**src/led_settings.svh**
```systemverilog
////////////////////////////////////////////////////////////
// LED controller settings
// widths and framing constants shared by the RGBW design
////////////////////////////////////////////////////////////

`ifndef LED_SETTINGS_SVH
`define LED_SETTINGS_SVH

// width of one SPI byte and of every frame field
`define LED_BYTE_W 8

// value that opens every frame on the serial link
`define LED_SYNC_BYTE 8'h55

// bytes per frame, sync byte included
// sync, intensity, color index, red, green, blue, white, mode
`define LED_FRAME_LEN 8

// PWM counter width
// one period lasts 2**LED_PWM_W clock cycles
`define LED_PWM_W 8

`endif

```
**src/led_pkg.sv**
```systemverilog
////////////////////////////////////////////////////////////
// LED controller package
// channel level, frame and mode types plus the color palette
////////////////////////////////////////////////////////////

`include "led_settings.svh"

package led_pkg;

    // one channel level or one frame field
    typedef logic [`LED_BYTE_W-1:0] level_t;

    // anything other than steady is treated as off
    typedef enum logic [`LED_BYTE_W-1:0] {
        MODE_OFF    = 0,
        MODE_STEADY = 1
    } led_mode_e;

    // field order follows the byte order on the wire
    typedef struct packed {
        level_t    intensity;
        level_t    color_idx;
        level_t    red;
        level_t    green;
        level_t    blue;
        level_t    white;
        led_mode_e mode;
    } rgbw_frame_t;

    typedef struct packed {
        level_t red;
        level_t green;
        level_t blue;
        level_t white;
    } rgbw_t;

    // entry 0 is never selected, index 0 means direct color
    localparam rgbw_t led_palette [0:7] = '{
        '{8'd0,   8'd0,   8'd0,   8'd0},
        '{8'd255, 8'd0,   8'd0,   8'd0},
        '{8'd0,   8'd255, 8'd0,   8'd0},
        '{8'd0,   8'd0,   8'd255, 8'd0},
        '{8'd0,   8'd0,   8'd0,   8'd255},
        '{8'd255, 8'd128, 8'd0,   8'd0},
        '{8'd0,   8'd255, 8'd255, 8'd0},
        '{8'd255, 8'd96,  8'd32,  8'd128}
    };

endpackage

```
**src/rgbw_frame_if.sv**
```systemverilog
////////////////////////////////////////////////////////////
// RGBW frame interface
// carries a published frame and its one-cycle update strobe
////////////////////////////////////////////////////////////

`timescale 1ns/100ps

interface rgbw_frame_if
    import led_pkg::*;
();

    // holds its value between updates
    rgbw_frame_t frame;

    // high for one cycle when frame takes a new value
    logic        frame_valid;

    modport source (
        output frame,
        output frame_valid
    );

    modport sink (
        input  frame,
        input  frame_valid
    );

endinterface

```
**src/led_ctrl_top.sv**
```systemverilog
////////////////////////////////////////////////////////////
// LED controller top level
// SPI receiver, frame dispenser and PWM generator
////////////////////////////////////////////////////////////

`timescale 1ns/100ps

module led_ctrl_top
    import led_pkg::*;
(
    input  logic clk,
    input  logic reset_sig,
    input  logic spi_sck,
    input  logic spi_mosi,
    input  logic spi_cs_n,
    output logic pwm_red,
    output logic pwm_green,
    output logic pwm_blue,
    output logic pwm_white
);

    // byte link, one strobe per received byte
    level_t rx_byte;
    logic   rx_valid;

    rgbw_frame_if frame_if ();

    spi_byte_receiver u_receiver (
        .clk       (clk),
        .reset_sig (reset_sig),
        .spi_sck   (spi_sck),
        .spi_mosi  (spi_mosi),
        .spi_cs_n  (spi_cs_n),
        .rx_byte   (rx_byte),
        .rx_valid  (rx_valid)
    );

    rgbw_data_dispenser u_dispenser (
        .clk       (clk),
        .reset_sig (reset_sig),
        .rx_byte   (rx_byte),
        .rx_valid  (rx_valid),
        .frame_bus (frame_if.source)
    );

    rgbw_pwm_gen u_pwm (
        .clk       (clk),
        .reset_sig (reset_sig),
        .frame_bus (frame_if.sink),
        .pwm_red   (pwm_red),
        .pwm_green (pwm_green),
        .pwm_blue  (pwm_blue),
        .pwm_white (pwm_white)
    );

endmodule

```
**src/rgbw_data_dispenser.sv**
```systemverilog
////////////////////////////////////////////////////////////
// RGBW data dispenser
// waits for the sync byte, collects the fields of one frame
// and publishes them together on the mode byte
////////////////////////////////////////////////////////////

`timescale 1ns/100ps

`include "led_settings.svh"

module rgbw_data_dispenser
    import led_pkg::*;
(
    input  logic            clk,
    input  logic            reset_sig,
    input  level_t          rx_byte,
    input  logic            rx_valid,
    rgbw_frame_if.source    frame_bus
);

    // one spare bit so an overrun would be visible
    localparam int CNT_W = $clog2(`LED_FRAME_LEN + 1);
    localparam logic [CNT_W-1:0] LAST_POS = CNT_W'(`LED_FRAME_LEN - 1);

    // byte positions after the sync byte
    localparam logic [CNT_W-1:0] POS_INTENSITY = CNT_W'(1);
    localparam logic [CNT_W-1:0] POS_COLOR_IDX = CNT_W'(2);
    localparam logic [CNT_W-1:0] POS_RED       = CNT_W'(3);
    localparam logic [CNT_W-1:0] POS_GREEN     = CNT_W'(4);
    localparam logic [CNT_W-1:0] POS_BLUE      = CNT_W'(5);
    localparam logic [CNT_W-1:0] POS_WHITE     = CNT_W'(6);

    level_t           byte_q;
    logic             valid_q;
    logic [CNT_W-1:0] byte_cnt;

    // staged fields, only copied out once the frame is complete
    level_t intensity_s;
    level_t color_idx_s;
    level_t red_s;
    level_t green_s;
    level_t blue_s;
    level_t white_s;

    // input stage
    always_ff @(posedge clk) begin
        byte_q <= rx_byte;
    end

    always_ff @(posedge clk) begin
        if (!reset_sig) begin
            valid_q <= 1'b0;
        end else begin
            valid_q <= rx_valid;
        end
    end

    always_ff @(posedge clk) begin
        if (valid_q) begin
            case (byte_cnt)
                POS_INTENSITY: intensity_s <= byte_q;
                POS_COLOR_IDX: color_idx_s <= byte_q;
                POS_RED:       red_s       <= byte_q;
                POS_GREEN:     green_s     <= byte_q;
                POS_BLUE:      blue_s      <= byte_q;
                POS_WHITE:     white_s     <= byte_q;
                default:       ;
            endcase
        end
    end

    // position 0 hunts for sync, the last position publishes
    always_ff @(posedge clk) begin
        if (!reset_sig) begin
            byte_cnt              <= '0;
            frame_bus.frame       <= '0;
            frame_bus.frame_valid <= 1'b0;
        end else begin
            frame_bus.frame_valid <= 1'b0;
            if (valid_q) begin
                if (byte_cnt == '0) begin
                    if (byte_q == `LED_SYNC_BYTE) begin
                        byte_cnt <= byte_cnt + 1'b1;
                    end
                end else if (byte_cnt == LAST_POS) begin
                    byte_cnt                        <= '0;
                    frame_bus.frame.intensity       <= intensity_s;
                    frame_bus.frame.color_idx       <= color_idx_s;
                    frame_bus.frame.red             <= red_s;
                    frame_bus.frame.green           <= green_s;
                    frame_bus.frame.blue            <= blue_s;
                    frame_bus.frame.white           <= white_s;
                    frame_bus.frame.mode            <= led_mode_e'(byte_q);
                    frame_bus.frame_valid           <= 1'b1;
                end else begin
                    byte_cnt <= byte_cnt + 1'b1;
                end
            end
        end
    end

    a_cnt_in_range: assert property (
        @(posedge clk) disable iff (!reset_sig)
        byte_cnt < CNT_W'(`LED_FRAME_LEN)
    );

endmodule

```
**src/rgbw_pwm_gen.sv**
```systemverilog
////////////////////////////////////////////////////////////
// RGBW PWM generator
// palette lookup, intensity scaling and four PWM outputs
////////////////////////////////////////////////////////////

`timescale 1ns/100ps

`include "led_settings.svh"

module rgbw_pwm_gen
    import led_pkg::*;
(
    input  logic          clk,
    input  logic          reset_sig,
    rgbw_frame_if.sink    frame_bus,
    output logic          pwm_red,
    output logic          pwm_green,
    output logic          pwm_blue,
    output logic          pwm_white
);

    localparam int PALETTE_SIZE = 8;

    logic [`LED_PWM_W-1:0] pwm_cnt;
    logic                  pwm_wrap;

    rgbw_t source_lvl;
    rgbw_t scaled_lvl;
    rgbw_t pending_duty;
    rgbw_t active_duty;

    // level * (intensity + 1) / 256, never above 255
    function automatic level_t scale_level(input level_t lvl, input level_t inten);
        logic [2*`LED_BYTE_W-1:0] prod;
        prod = (2*`LED_BYTE_W)'(lvl) * ((2*`LED_BYTE_W)'(inten) + 1'b1);
        return prod[2*`LED_BYTE_W-1:`LED_BYTE_W];
    endfunction

    // indices 1..7 pick a palette entry, everything else uses the frame colors
    always_comb begin
        if (frame_bus.frame.color_idx != '0 &&
            frame_bus.frame.color_idx < `LED_BYTE_W'(PALETTE_SIZE)) begin
            source_lvl = led_palette[frame_bus.frame.color_idx[2:0]];
        end else begin
            source_lvl.red   = frame_bus.frame.red;
            source_lvl.green = frame_bus.frame.green;
            source_lvl.blue  = frame_bus.frame.blue;
            source_lvl.white = frame_bus.frame.white;
        end
    end

    always_comb begin
        scaled_lvl.red   = scale_level(source_lvl.red,   frame_bus.frame.intensity);
        scaled_lvl.green = scale_level(source_lvl.green, frame_bus.frame.intensity);
        scaled_lvl.blue  = scale_level(source_lvl.blue,  frame_bus.frame.intensity);
        scaled_lvl.white = scale_level(source_lvl.white, frame_bus.frame.intensity);
    end

    assign pwm_wrap = &pwm_cnt;

    always_ff @(posedge clk) begin
        if (!reset_sig) begin
            pwm_cnt <= '0;
        end else begin
            pwm_cnt <= pwm_cnt + 1'b1;
        end
    end

    // new duties wait here until the period ends
    always_ff @(posedge clk) begin
        if (!reset_sig) begin
            pending_duty <= '0;
            active_duty  <= '0;
        end else begin
            if (frame_bus.frame_valid) begin
                if (frame_bus.frame.mode == MODE_STEADY) begin
                    pending_duty <= scaled_lvl;
                end else begin
                    pending_duty <= '0;
                end
            end
            if (pwm_wrap) begin
                active_duty <= pending_duty;
            end
        end
    end

    // high for exactly duty cycles out of each period
    assign pwm_red   = pwm_cnt < active_duty.red;
    assign pwm_green = pwm_cnt < active_duty.green;
    assign pwm_blue  = pwm_cnt < active_duty.blue;
    assign pwm_white = pwm_cnt < active_duty.white;

    // outputs only switch on at the start of a period
    a_rise_at_wrap: assert property (
        @(posedge clk) disable iff (!reset_sig)
        ($rose(pwm_red) || $rose(pwm_green) || $rose(pwm_blue) || $rose(pwm_white))
            |-> pwm_cnt == '0
    );

endmodule

```
**src/spi_byte_receiver.sv**
```systemverilog
////////////////////////////////////////////////////////////
// SPI byte receiver
// mode 0 slave, MSB first, one strobe per completed byte
////////////////////////////////////////////////////////////

`timescale 1ns/100ps

`include "led_settings.svh"

module spi_byte_receiver
    import led_pkg::*;
(
    input  logic   clk,
    input  logic   reset_sig,
    input  logic   spi_sck,
    input  logic   spi_mosi,
    input  logic   spi_cs_n,
    output level_t rx_byte,
    output logic   rx_valid
);

    localparam int BIT_CNT_W = $clog2(`LED_BYTE_W);
    localparam logic [BIT_CNT_W-1:0] LAST_BIT = BIT_CNT_W'(`LED_BYTE_W - 1);

    // two-flop synchronizers, sck gets a third stage for edge detection
    logic [2:0] sck_sync;
    logic [1:0] mosi_sync;
    logic [1:0] cs_n_sync;

    logic                    sck_rise;
    logic [`LED_BYTE_W-2:0]  shift_reg;
    logic [BIT_CNT_W-1:0]    bit_cnt;

    always_ff @(posedge clk) begin
        if (!reset_sig) begin
            sck_sync  <= '0;
            cs_n_sync <= '1;
        end else begin
            sck_sync  <= {sck_sync[1:0], spi_sck};
            cs_n_sync <= {cs_n_sync[0], spi_cs_n};
        end
    end

    // data line synchronizer
    always_ff @(posedge clk) begin
        mosi_sync <= {mosi_sync[0], spi_mosi};
    end

    assign sck_rise = sck_sync[1] & ~sck_sync[2];

    // bit counter and strobe
    // a deselect drops any partial byte
    always_ff @(posedge clk) begin
        if (!reset_sig) begin
            bit_cnt  <= '0;
            rx_valid <= 1'b0;
        end else begin
            rx_valid <= 1'b0;
            if (cs_n_sync[1]) begin
                bit_cnt <= '0;
            end else if (sck_rise) begin
                if (bit_cnt == LAST_BIT) begin
                    bit_cnt  <= '0;
                    rx_valid <= 1'b1;
                end else begin
                    bit_cnt <= bit_cnt + 1'b1;
                end
            end
        end
    end

    always_ff @(posedge clk) begin
        if (!cs_n_sync[1] && sck_rise) begin
            shift_reg <= {shift_reg[`LED_BYTE_W-3:0], mosi_sync[1]};
            if (bit_cnt == LAST_BIT) begin
                rx_byte <= {shift_reg, mosi_sync[1]};
            end
        end
    end

    // sck must hold each level for at least three clk cycles
    a_min_half_period: assert property (
        @(posedge clk) disable iff (!reset_sig)
        (sck_sync[1] != sck_sync[2]) |->
            !$past(sck_sync[1] != sck_sync[2], 1) && !$past(sck_sync[1] != sck_sync[2], 2)
    );

endmodule

```
**config.mk**
```make
export PLATFORM = sky130hd
export DESIGN_NAME = led_ctrl_top
export DESIGN_NICKNAME = d
export VERILOG_FILES = /design/src/led_pkg.sv /design/src/rgbw_frame_if.sv /design/src/led_ctrl_top.sv /design/src/rgbw_data_dispenser.sv /design/src/rgbw_pwm_gen.sv /design/src/spi_byte_receiver.sv
export VERILOG_INCLUDE_DIRS = /design/src
export SDC_FILE = /design/constraint.sdc
export NUM_CORES = 1
export LEC_CHECK = 0
export ABC_AREA = 1
export BUFFER_PORTS_ARGS = -buffer_cell sky130_fd_sc_hd__buf_2
export CAP_MARGIN = 10
export CELL_PAD_IN_SITES_DETAIL_PLACEMENT = 0
export CELL_PAD_IN_SITES_GLOBAL_PLACEMENT = 1
export CORE_MARGIN = 1.5
export CORE_UTILIZATION = 50
export CTS_BUF_LIST = sky130_fd_sc_hd__clkbuf_16
export DETAILED_ROUTE_END_ITERATION = 16
export GPL_TIMING_DRIVEN = 0
export HOLD_SLACK_MARGIN = 0.03
export PLACE_DENSITY = 0.93
export SLEW_MARGIN = 20
export SYNTH_ARGS = -nofsm -noshare
export SYNTH_HDL_FRONTEND = slang
export SYNTH_SLANG_ARGS = --single-unit
```
**constraint.sdc**
```tcl
create_clock -name clk -period 5.7 [get_ports clk]
set_input_delay 0.855 -clock clk [delete_from_list [all_inputs] [get_ports clk]]
set_output_delay 0.855 -clock clk [all_outputs]
set_load 0.01 [all_outputs]
```
==> results of run 1 <==
cell type report:
cell class / count / share of cell area
multi-input combinational: 1446 / 0.569
sequential: 216 / 0.261
buffer: 63 / 0.0171
timing repair buffer: 22 / 0.00776
clock buffer: 23 / 0.0302
clock inverter: 19 / 0.0107
tap: 448 / 0.0295
inverter: 376 / 0.0748
cells in the final DEF, fill, tap and decap left out, drive strengths merged, types with 14 or more instances in the layout:
cell type  netlist  layout
inv            371     376
dfxtp          153     153
nor3            19      19
o21ai          146     146
nand2          292     292
clkbuf          61      74
xor2            14      14
nand4           14      14
nor2           356     356
edfxtp          63      63
fa             160     160
buf              4      34
a21oi          136     136
ha             168     168
clkinv           5      15
nand3           75      75
cells in the mapped netlist, drive strengths merged:
| master | instances |
|---|---|
| a211oi | 5 |
| a21boi | 8 |
| a21o | 2 |
| a21oi | 136 |
| a221oi | 4 |
| a31oi | 1 |
| and2 | 8 |
| buf | 4 |
| clkbuf | 61 |
| clkinv | 5 |
| dfxtp | 153 |
| edfxtp | 63 |
| fa | 160 |
| ha | 168 |
| inv | 371 |
| nand2 | 292 |
| nand3 | 75 |
| nand3b | 1 |
| nand4 | 14 |
| nor2 | 356 |
| nor3 | 19 |
| nor4 | 6 |
| o211a | 1 |
| o211ai | 4 |
| o21a | 4 |
| o21ai | 146 |
| or2 | 13 |
| xnor2 | 9 |
| xor2 | 14 |
per-stage QoR:
step / setup slack, ns / power, mW / instance area [sq um] / utilization / setup TNS [ns]
4_1_cts: 0.00700 / 3.20 / 18600 / 0.557 / 0
3_5_place_dp: -1.16 / 1.68 / 17600 / 0.526 / -23.06
2_1_floorplan: 0.473 / 1.66 / 17000 / - / 0
6_report: 0.208 / 3.18 / 19000 / 0.569 / 0
5_1_grt: -0.0486 / 3.27 / 19000 / 0.569 / -0.0702
3_3_place_gp: -1.07 / 1.68 / 17600 / 0.526 / -19.95
power breakdown:
group,switching (mW),leakage [nW],internal [mW]
logic,0.0446,6.75,0.0248
clock network,0.612,0.399,0.920
registers,0.00538,1.80,1.58
total,0.662,8.95,2.52
path summary, 6_finish.rpt:
| check | cells past startpoint | to | slack, ns |
|---|---|---|---|
| setup / recovery | 23 | u_pwm.pending_duty[14] | 0.21 |
| hold reg to reg | 0 | u_receiver.mosi_sync[1] | 0.33 |
| setup reg to reg | 23 | u_pwm.pending_duty[14] | 0.21 |
| hold / removal | 0 | u_receiver.mosi_sync[1] | 0.33 |
routing by layer:
metal,share of wire,wire [um]
met5,0,0
met3,0.063,2870
met2,0.47,21400
met4,0.055,2540
met1,0.42,19100
logic make-up after synthesis:
group                    Yosys count  synth area share
AND/OR/NAND/NOR                  784             0.190
buffers and inverters            441            0.0977
adder cells (fa/ha/maj)          328             0.312
AO/OA/AOI/OAI                    311            0.0969
flip-flops                       216             0.292
XOR/XNOR                          23            0.0119
what timing repair did:
| action | in CTS | in global routing |
|---|---|---|
| setup buffers | 2 | 12 |
| setup endpoints to repair | 32 | 22 |
| pin swaps | 5 | 11 |
| gates resized for setup | 66 | 79 |
==> summary.txt, run 1 <==
Status
  – Run status: finished clean

CTS
  – CTS sink cnt: 216
  – Buffer type at the clock tree root: clkbuf_16
  – Maximum root-to-sink buffer count: 3
  – Clk slew on worst S/H paths: 0.06 ns
  – Number of CTS-inserted buffers: 23
  – Clock tree from TritonCTS: built
  – Number of H-tree levels: 1
  – Hold buffer count at cts: 0
  – Clock insertion delay at the later pin of the skew report: 0.52 ns

Hold path
  – Hold path start: u_receiver.mosi_sync[0]
  – Kind of path behind the tightest hold check: flop to flop

Drt
  – Remaining antenna violation count after routing: 0
  – Final wirelength: 45900 um
  – Post-DR vias/cell: 5.37
  – Via total after detailed routing: 14.0k
  – Length of the first detailed-routing pass in iterations: 5
  – Total DRC errors in the routed layout: 0
  – Iteration-0 DRC count of the detailed router: 893
  – Post-detailed-route wirelength per cell: 17.6 um

Global route
  – Met1 layer usage reported by global route: 0.329
  – Vias in the first global route: 14.5k
  – Initial antenna violation count: 0
  – Maximum number of pins on one net before global-route repair: 15
  – Total global routing track utilization: 0.266
  – Grt peak-use layer: met2
  – Met3 Track Usage GR: 0.0433
  – Met2 layer usage reported by global route: 0.451
  – First-pass GRT wire length: 73800 um
  – Total gr overflow: 0

Pwr
  – Power density normalized to cell area: 167 nW/um^2
  – Leakage power figure: 8.95 nW
  – Worst IR Drop VDD: 230 uV

Timing
  – Number of pins exceeding their max-slew limit in the final report: 0
  – Total count of hold-check failures in the final report: 0
  – Final count of negative-setup-slack endpoints: 0
  – Normalized max-slew margin: 0.284
  – Setup clock skew after layout: 0.0128 ns
  – Peak clock frequency supported by timing: 182 MHz
  – Worst hold slack: 0.329 ns
  – RSZ-0062 raised after global routing: yes
  – Final critical-path required period: 5.49 ns
  – Final Cycle Share: 0.964
  – Measured slew at the worst slew-check pin: 1.07 ns

Synthesis
  – Number of distinct library cells after synthesis: 38
  – Synthesized netlist cell count: 2103
  – Sequential cell area fraction in the yosys report: 0.292
  – Top area cells in the synthesized netlist: fa_1 (19%), dfxtp_1 (18%), ha_1 (12%)
  – Most area-hungry cell type in the Yosys netlist: fa_1
  – Post-synthesis instance area: 17000 sq um
  – Flop and latch count out of synthesis: 216
  – Total of warnings raised by yosys: 0
  – Syn_nets: 2436
  – Mean area per synthesized cell: 8.08 sq um
  – Fraction of post-synthesis cell area in the top cell type by area: 0.189

Cells and area
  – Registers with the most flip-flops: u_dispenser.frame_bus.frame (56), u_pwm.active_duty (32), u_pwm.pending_duty (32)
  – Non-Filler Instances: 2613
  – ANT cells: 0
  – Sequential cell area: 4960 sq um
  – Final net count: 2481
  – Top register by number of flip-flops: u_dispenser.frame_bus.frame
  – Ratio of cells with drive above 1 in the final layout: 0.0813
  – Filler instances: 2997
  – Largest register FFs: 56
  – Area added between synthesis and finish: 12.0%
  – Area of the multi-input gates: 10800 sq um

Job
  – # Max-Cap Violations: 0

Floorplan
  – I/O pin count: 9
  – Total Die Area: 35100 sq um
  – Site Rows: 67
  – Die Y: 187 um
  – Placeable core region: 33400 sq um
  – Initial Utilization: 0.508
  – Die Width: 187 um

Critical path
  – Required arrival time at the worst endpoint: 6.15 ns
  – Slowest Stage Delay on Critical Path: 0.55 ns
  – Worst setup path startpoint: u_dispenser.frame_bus.frame[48]
  – Data arrival, critical path: 5.94 ns
  – Worst setup path category: flop to flop
  – CP endpoint kind: flop
  – Crit path max-delay family: adder cells
  – Series of cell instances along the critical path: buf_6 -> nand3_2 -> nor2_1 -> nand2_1 -> xor2_4 -> buf_4 -> nor2_1 -> fa_1 -> inv_1 -> fa_1 -> inv_1 -> fa_1 -> inv_1 -> fa_1 -> inv_1 -> ha_1 -> a21oi_2 -> o21ai_1 -> a221oi_2 -> nand2_1 -> nand2_1 -> nand3_4 -> a21oi_2
  – Reg-to-reg startpoint: u_dispenser.frame_bus.frame[48]
  – Worst path buffer plus inverter count: 6
  – Crit-path max FO: 10
  – Startpoint type of the worst setup path: flop
  – Standard cell with the maximum stage delay on the critical path: fa_1

Place
  – Final weighted congestion of routability-driven global placement: 0.915
  – HPWL reported at the end of detailed placement: 36100 um
  – Port-buffer cells: 7
  – Post-Place Cells: 2559
Note: power is estimated with default switching activity, not from simulation.
==> run 2, diff against run 1 <==
Settings changed: MAX_ROUTING_LAYER set to met4.
==> run 2 against run 1 <==
First-iteration DRC count rose by 7.8%. Clock power fell by 7%. Die area did not move. Non-clock buffer count rose by 2. Core utilization fell by 0.11 points. Global-route usage fell by 0.17 points. Sequential share of layout area barely moved. Total power fell by 3.3%. Maximum frequency rose by 0.22%. Critical path depth fell by 1. Highest routed layer unchanged.
==> summary.txt, run 2 (synthesized netlist as in run 1, its figures left out) <==
Status
  – Run status: finished clean

Floorplan
  – Die Width: 187 um (unchanged)
  – Die Y: 187 um (unchanged)
  – Placeable core region: 33400 sq um (unchanged)
  – I/O pin count: 9 (unchanged)
  – Initial Utilization: 0.508 (unchanged)
  – Total Die Area: 35100 sq um (unchanged)
  – Site Rows: 67 (unchanged)

Place
  – Port-buffer cells: 7 (unchanged)
  – Area post-placement: 17600 sq um (about the same)
  – Worst setup slack after placement: -1.05 ns (+0.116 ns)
  – HPWL reported at the end of detailed placement: 35500 um (-1.8%)
  – Final weighted congestion of routability-driven global placement: 0.937 (+2.4%)

Cells and area
  – Largest register FFs: 56 (unchanged)
  – Area of the multi-input gates: 10800 sq um (about the same)
  – Final design area excluding fillers: 19000 sq um (-0.20%)
  – Registers with the most flip-flops: u_dispenser.frame_bus.frame (56), u_pwm.active_duty (32), u_pwm.pending_duty (32)
  – Sequential cell area: 4960 sq um (about the same)
  – Core Util, Final: 0.568 (-0.00112)
  – Area added between synthesis and finish: 11.8%
  – Filler instances: 3043 (+1.5%)
  – Top register by number of flip-flops: u_dispenser.frame_bus.frame
  – Ratio of cells with drive above 1 in the final layout: 0.0826 (+0.00135)
  – Final net count: 2483 (+0.081%)
  – Commonest non-fill, non-tap cell in the layout: inv_1
  – ANT cells: 0 (unchanged)
  – Commonest non-fill, non-tap cells in the layout: inv_1 (370), nor2_1 (352), nand2_1 (280)

CTS
  – CTS sink cnt: 216 (unchanged)
  – Clk slew on worst S/H paths: 0.06 ns (about the same)
  – Number of H-tree levels: 1 (unchanged)
  – Number of CTS-inserted buffers: 23 (unchanged)
  – Buffer type at the clock tree root: clkbuf_16
  – Maximum root-to-sink buffer count: 3 (unchanged)
  – Clock insertion delay at the later pin of the skew report: 0.52 ns (about the same)
  – Clock tree from TritonCTS: built

Pwr
  – Power density normalized to cell area: 162 nW/um^2 (-3.1%)
  – Sequential share of power: 0.514 (+0.017)
  – Clock network fraction of design power: 0.464 (-0.017)
  – Switching part of the total: 0.210 (+0.00162)
  – Sw Pwr: 0.645 mW (-2.5%)
  – Combinational cell fraction of total power: 0.022 (about the same)
  – Leakage power figure: 8.92 nW (-0.30%)
  – Worst IR Drop VDD: 304 uV (+32%)
  – Power Internal: 2.43 mW (-3.5%)

Drt
  – Post-DR vias/cell: 5.30 (-1.3%)
  – Remaining antenna violation count after routing: 0 (unchanged)
  – Via total after detailed routing: 13.9k (-1.3%)
  – Final wirelength: 44700 um (-2.6%)
  – Post-detailed-route wirelength per cell: 17.1 um (-2.7%)
  – Iteration-0 DRC count of the detailed router: 963 (+7.8%)
  – Total DRC errors in the routed layout: 0 (unchanged)
  – Length of the first detailed-routing pass in iterations: 6 (+1)

Timing
  – Worst hold slack: 0.332 ns (+0.00240 ns)
  – Final Cycle Share: 0.961 (-0.00207)
  – Normalized max-slew margin: 0.289 (+0.00538)
  – Final critical-path required period: 5.48 ns (-0.0118 ns)
  – Total count of hold-check failures in the final report: 0 (unchanged)
  – RSZ-0062 raised after global routing: yes
  – Number of pins exceeding their max-slew limit in the final report: 0 (unchanged)
  – Peak clock frequency supported by timing: 182 MHz (+0.22%)
  – Final count of negative-setup-slack endpoints: 0 (unchanged)
  – Final-layout setup total negative slack: 0 ns (unchanged)
  – Measured slew at the worst slew-check pin: 1.06 ns (-0.00801 ns)
  – Worst path setup slack after routing: 0.219 ns (+0.0118 ns)
  – Setup clock skew after layout: 0.0219 ns (+0.00910 ns)

Critical path
  – Worst setup path category: flop to flop
  – Crit-path max FO: 10 (unchanged)
  – Startpoint type of the worst setup path: flop
  – Data arrival, critical path: 5.93 ns (about the same)
  – Required arrival time at the worst endpoint: 6.15 ns (about the same)
  – CP endpoint kind: flop

Global route
  – Vias in the first global route: 13.8k (-5.3%)
  – Maximum number of pins on one net before global-route repair: 16 (+1)
  – Initial antenna violation count: 0 (unchanged)
  – Total global routing track utilization: 0.265 (-0.00165)
  – First-pass GRT wire length: 71300 um (-3.4%)
  – Total gr overflow: 0 (unchanged)

Job
  – # Max-Cap Violations: 0 (unchanged)

Hold path
  – Kind of path behind the tightest hold check: flop to flop
-- run 2: metrics by stage --
step	power, mW	instances
finish	3.08	2614
global route	3.17	2614
CTS	3.10	2601
detailed placement	1.68	2559
global placement	1.68	2558
floorplan	1.66	2103
-- run 2: worst max-delay path, stage by stage (launching register included) --
cell      delay, ns
dfxtp_1        0.39
ha_4           0.19
nand3_1        0.15
nand3b_1       0.27
buf_4          0.18
xor2_2         0.27
buf_4          0.27
nor2_1         0.07
fa_1           0.52
fa_1           0.45
fa_1           0.55
inv_1          0.06
fa_1           0.55
inv_1          0.05
ha_1           0.36
a21oi_2        0.21
o21a_1         0.14
nand2_1        0.09
nand2_1        0.09
nand2_1        0.05
nand2_1        0.05
nand3_1        0.25
a21oi_2        0.22
-- run 2: routing by layer --
metal	up-vias	share of wire	global-route usage
met3	86	0.063	0.0302
met2	439	0.47	0.433
li1	6714	-	-
met5	-	0	-
met1	6622	0.43	0.340
met4	0	0.039	0.0949
-- run 2: final timing paths --
path                                         from                       to  slack [ns]  cells after the start
hold / removal            u_receiver.mosi_sync[0]  u_receiver.mosi_sync[1]        0.33                      0
setup reg to reg  u_dispenser.frame_bus.frame[48]    u_pwm.pending_duty[5]        0.22                     22
hold reg to reg           u_receiver.mosi_sync[0]  u_receiver.mosi_sync[1]        0.33                      0
setup / recovery  u_dispenser.frame_bus.frame[48]    u_pwm.pending_duty[5]        0.22                     22
-- run 2: timing repair --
item,in CTS,in global routing
resized for setup,67,76
setup buffers,2,14
gates cloned,0,0
hold buffers,0,0
endpoints found under the setup margin,32,24
pin swaps,5,11
-- run 2: power by group through the flow --
stage	Combinational [mW]	Sequential (mW)	Clock [mW]
final	0.0688	1.58	1.43
after global routing	0.0775	1.58	1.51
after CTS	0.0688	1.58	1.45
after detailed placement	0.0680	1.61	0
after global placement	0.0667	1.61	0
after floorplan	0.0463	1.61	0
-- run 2: final cells by class --
type,count,share of cell area
Multi-Input combinational cell,1446,0.571
Buffer,63,0.0165
Clock inverter,18,0.00830
Tap cell,448,0.0295
Timing Repair Buffer,24,0.00843
Inverter,376,0.0751
Clock buffer,23,0.0303
Sequential cell,216,0.261
==> run 3, diff against run 2 <==
Settings changed: CAP_MARGIN 10 to unset, GPL_TIMING_DRIVEN 0 to unset.
==> run 3 against run 2 <==
Sequential share of layout area up 0.48 points. Via count shrank 1.2%. Register-to-register slack gained 0.06 ns. Highest routed layer unchanged. Final area down 1.8%. Critical endpoint is now u_pwm.pending_duty[14]. Clock skew shrank 0.0080 ns. Total power up 3.5%. Cell count down 1.3%. Non-clock buffer count shrank 36. Wire length down 7.2%. First-iteration DRC count shrank 3.7%. Die area unchanged. Clock power increased by 8%.
==> summary.txt, run 3 (synthesized netlist as in run 1, its figures left out) <==
CTS
  – Buffer type at the clock tree root: clkbuf_16
  – Clk slew on worst S/H paths: 0.06 ns (about the same)
  – Post-CTS setup buffers: 0 (-2)
  – Maximum root-to-sink buffer count: 3 (unchanged)
  – Number of CTS-inserted buffers: 24 (+4.3%)
  – CTS sink cnt: 216 (unchanged)
  – Clock insertion delay at the later pin of the skew report: 0.54 ns (+0.02 ns)
  – Clock tree from TritonCTS: built
  – Number of H-tree levels: 1 (unchanged)

Timing
  – Final Cycle Share: 0.951 (-0.0105)
  – RSZ-0062 raised after global routing: yes
  – Worst hold slack: 0.334 ns (+0.00192 ns)
  – Final critical-path required period: 5.42 ns (-0.0597 ns)
  – Measured slew at the worst slew-check pin: 1.04 ns (-0.0144 ns)
  – Peak clock frequency supported by timing: 184 MHz (+1.1%)
  – Final count of negative-setup-slack endpoints: 0 (unchanged)
  – Setup clock skew after layout: 0.0139 ns (-0.00804 ns)
  – Total count of hold-check failures in the final report: 0 (unchanged)
  – Number of pins exceeding their max-slew limit in the final report: 0 (unchanged)
  – Normalized max-slew margin: 0.299 (+0.00969)

Drt
  – Post-DR vias/cell: 5.31 (about the same)
  – Total DRC errors in the routed layout: 0 (unchanged)
  – Remaining antenna violation count after routing: 0 (unchanged)
  – Length of the first detailed-routing pass in iterations: 5 (-1)
  – Iteration-0 DRC count of the detailed router: 927 (-3.7%)
  – Via total after detailed routing: 13.7k (-1.2%)
  – Final wirelength: 41500 um (-7.2%)
  – Post-detailed-route wirelength per cell: 16.1 um (-6.0%)

Floorplan
  – Die Width: 187 um (unchanged)
  – Total Die Area: 35100 sq um (unchanged)
  – Die Y: 187 um (unchanged)
  – Site Rows: 67 (unchanged)
  – Placeable core region: 33400 sq um (unchanged)
  – I/O pin count: 9 (unchanged)
  – Initial Utilization: 0.508 (unchanged)

Global route
  – Vias in the first global route: 14.1k (+2.7%)
  – Grt peak-use layer: met2
  – First-pass GRT wire length: 69400 um (-2.6%)
  – Total gr overflow: 0 (unchanged)
  – Total global routing track utilization: 0.252 (-0.0125)
  – Met2 layer usage reported by global route: 0.418 (-0.0154)
  – Met1 layer usage reported by global route: 0.326 (-0.0133)
  – Maximum number of pins on one net before global-route repair: 62 (+46)
  – Initial antenna violation count: 0 (unchanged)
  – Met3 Track Usage GR: 0.0253 (-0.00488)

Critical path
  – Crit-path max FO: 23 (+13)
  – Standard cell with the maximum stage delay on the critical path: fa_1
  – Cell seen most often among critical-path stages: inv_1
  – Series of cell instances along the critical path: inv_1 -> ha_1 -> a21oi_4 -> nand2_4 -> inv_8 -> or2_2 -> nand2_1 -> inv_1 -> nand2_1 -> fa_1 -> fa_1 -> inv_1 -> fa_1 -> inv_1 -> fa_1 -> inv_1 -> ha_1 -> a21oi_2 -> o21ai_1 -> a221oi_2 -> nand2_1 -> nand2_1 -> nand3_1 -> a21oi_1
  – Startpoint type of the worst setup path: flop
  – R2R Path End: u_pwm.pending_duty[14]
  – Reg-to-reg startpoint: u_dispenser.frame_bus.frame[40]
  – Required arrival time at the worst endpoint: 6.16 ns (about the same)
  – Number of cell instances on the worst register-to-register path: 24 (+9.1%)
  – Worst R2R Setup Slack: 0.28 ns (+0.06 ns)
  – CP endpoint kind: flop
  – Worst setup path category: flop to flop
  – Slowest Stage Delay on Critical Path: 0.54 ns (about the same)
  – Data arrival, critical path: 5.88 ns (-0.05 ns)

Cells and area
  – Ratio of cells with drive above 1 in the final layout: 0.0703 (-0.0123)
  – Area added between synthesis and finish: 9.76%
  – Commonest non-fill, non-tap cells in the layout: inv_1 (371), nor2_1 (352), nand2_1 (282)
  – Registers with the most flip-flops: u_dispenser.frame_bus.frame (56), u_pwm.active_duty (32), u_pwm.pending_duty (32)
  – Non-Filler Instances: 2581 (-1.3%)
  – ANT cells: 0 (unchanged)
  – Commonest non-fill, non-tap cell in the layout: inv_1
  – Largest register FFs: 56 (unchanged)
  – Top register by number of flip-flops: u_dispenser.frame_bus.frame
  – Final net count: 2448 (-1.4%)

Status
  – Run status: finished clean

Hold path
  – Hold endpoint: u_dispenser.byte_q[5]
  – Kind of path behind the tightest hold check: flop to flop
  – Count of cells along the worst hold path: 0 (unchanged)
  – Hold path start: u_receiver.rx_byte[5]

Place
  – Post-Place Cells: 2537 (-0.86%)
  – Final weighted congestion of routability-driven global placement: 0.926 (-1.1%)
  – Port-buffer cells: 8 (+1)
  – HPWL reported at the end of detailed placement: 31100 um (-12%)

Pwr
  – Power density normalized to cell area: 171 nW/um^2 (+5.4%)
  – Worst IR Drop VDD: 242 uV (-20%)
  – Leakage power figure: 8.89 nW (-0.42%)

Job
  – # Max-Cap Violations: 0 (unchanged)
## run 3: power breakdown
part           switching, mW  internal (mW)  total (mW)
logic                 0.0439         0.0236      0.0674
registers            0.00471           1.58        1.58
clock network          0.663          0.874        1.54
total                  0.712           2.47        3.18
## run 3: area by class of cell
type / count / area, sq um
repair buffers: 51 / 388
flip-flops and latches: 216 / 4960
fillers: 3019 / 14800
inverters: 376 / 1420
well taps: 448 / 561
multi-input cells: 1446 / 10500
clock buffers: 24 / 601
clock inverters: 20 / 188
## run 3: layer usage
| metal | routed length (um) | up-vias | share of wire |
|---|---|---|---|
| met5 | 0 | - | 0 |
| met4 | 1200 | 0 | 0.029 |
| met3 | 2130 | 79 | 0.051 |
| met2 | 19600 | 345 | 0.47 |
| met1 | 18600 | 6633 | 0.45 |
| li1 | - | 6639 | - |
## run 3: timing repair
item | CTS | global route
hold buffers | 0 | 0
pin swaps | 0 | 4
resized for setup | 5 | 21
hold endpoints to repair | 0 | 0
endpoints found under the setup margin | 3 | 17
## run 3: stage by stage
stage	TNS [ns]	util	cell area, sq um	power [mW]	worst slack [ns]
floorplan	0	-	17000	1.66	0.473
global placement	0	0.530	17700	1.68	0.138
detailed placement	-0.0732	0.530	17700	1.68	-0.0732
CTS	0	0.554	18500	3.21	0.0126
global route	-0.0318	0.557	18600	3.28	-0.0221
finish	0	0.557	18600	3.18	0.279
## run 3: critical path: cells and delay by family (launching register included)
family / cells / cell delay, ns
compound gates: 5 / 1.02
simple gates: 7 / 0.68
flops: 1 / 0.39
fa+ha+maj: 6 / 2.67
buf+inv: 6 / 0.56
## run 3: how the worst max path moves through the flow
stage / startpoint / end / slack, ns / cells past startpoint
4_1_cts: u_dispenser.frame_bus.frame[41] / u_pwm.pending_duty[14] / 0.01 / 24
3_5_place_dp: u_dispenser.frame_bus.frame[41] / u_pwm.pending_duty[14] / -0.07 / 24
5_1_grt: u_dispenser.frame_bus.frame[40] / u_pwm.pending_duty[30] / -0.02 / 23
3_3_place_gp: u_dispenser.frame_bus.frame[41] / u_pwm.pending_duty[14] / 0.14 / 24
2_1_floorplan: u_dispenser.frame_bus.frame[41] / u_pwm.pending_duty[14] / 0.47 / 25
6_report: u_dispenser.frame_bus.frame[40] / u_pwm.pending_duty[14] / 0.28 / 24
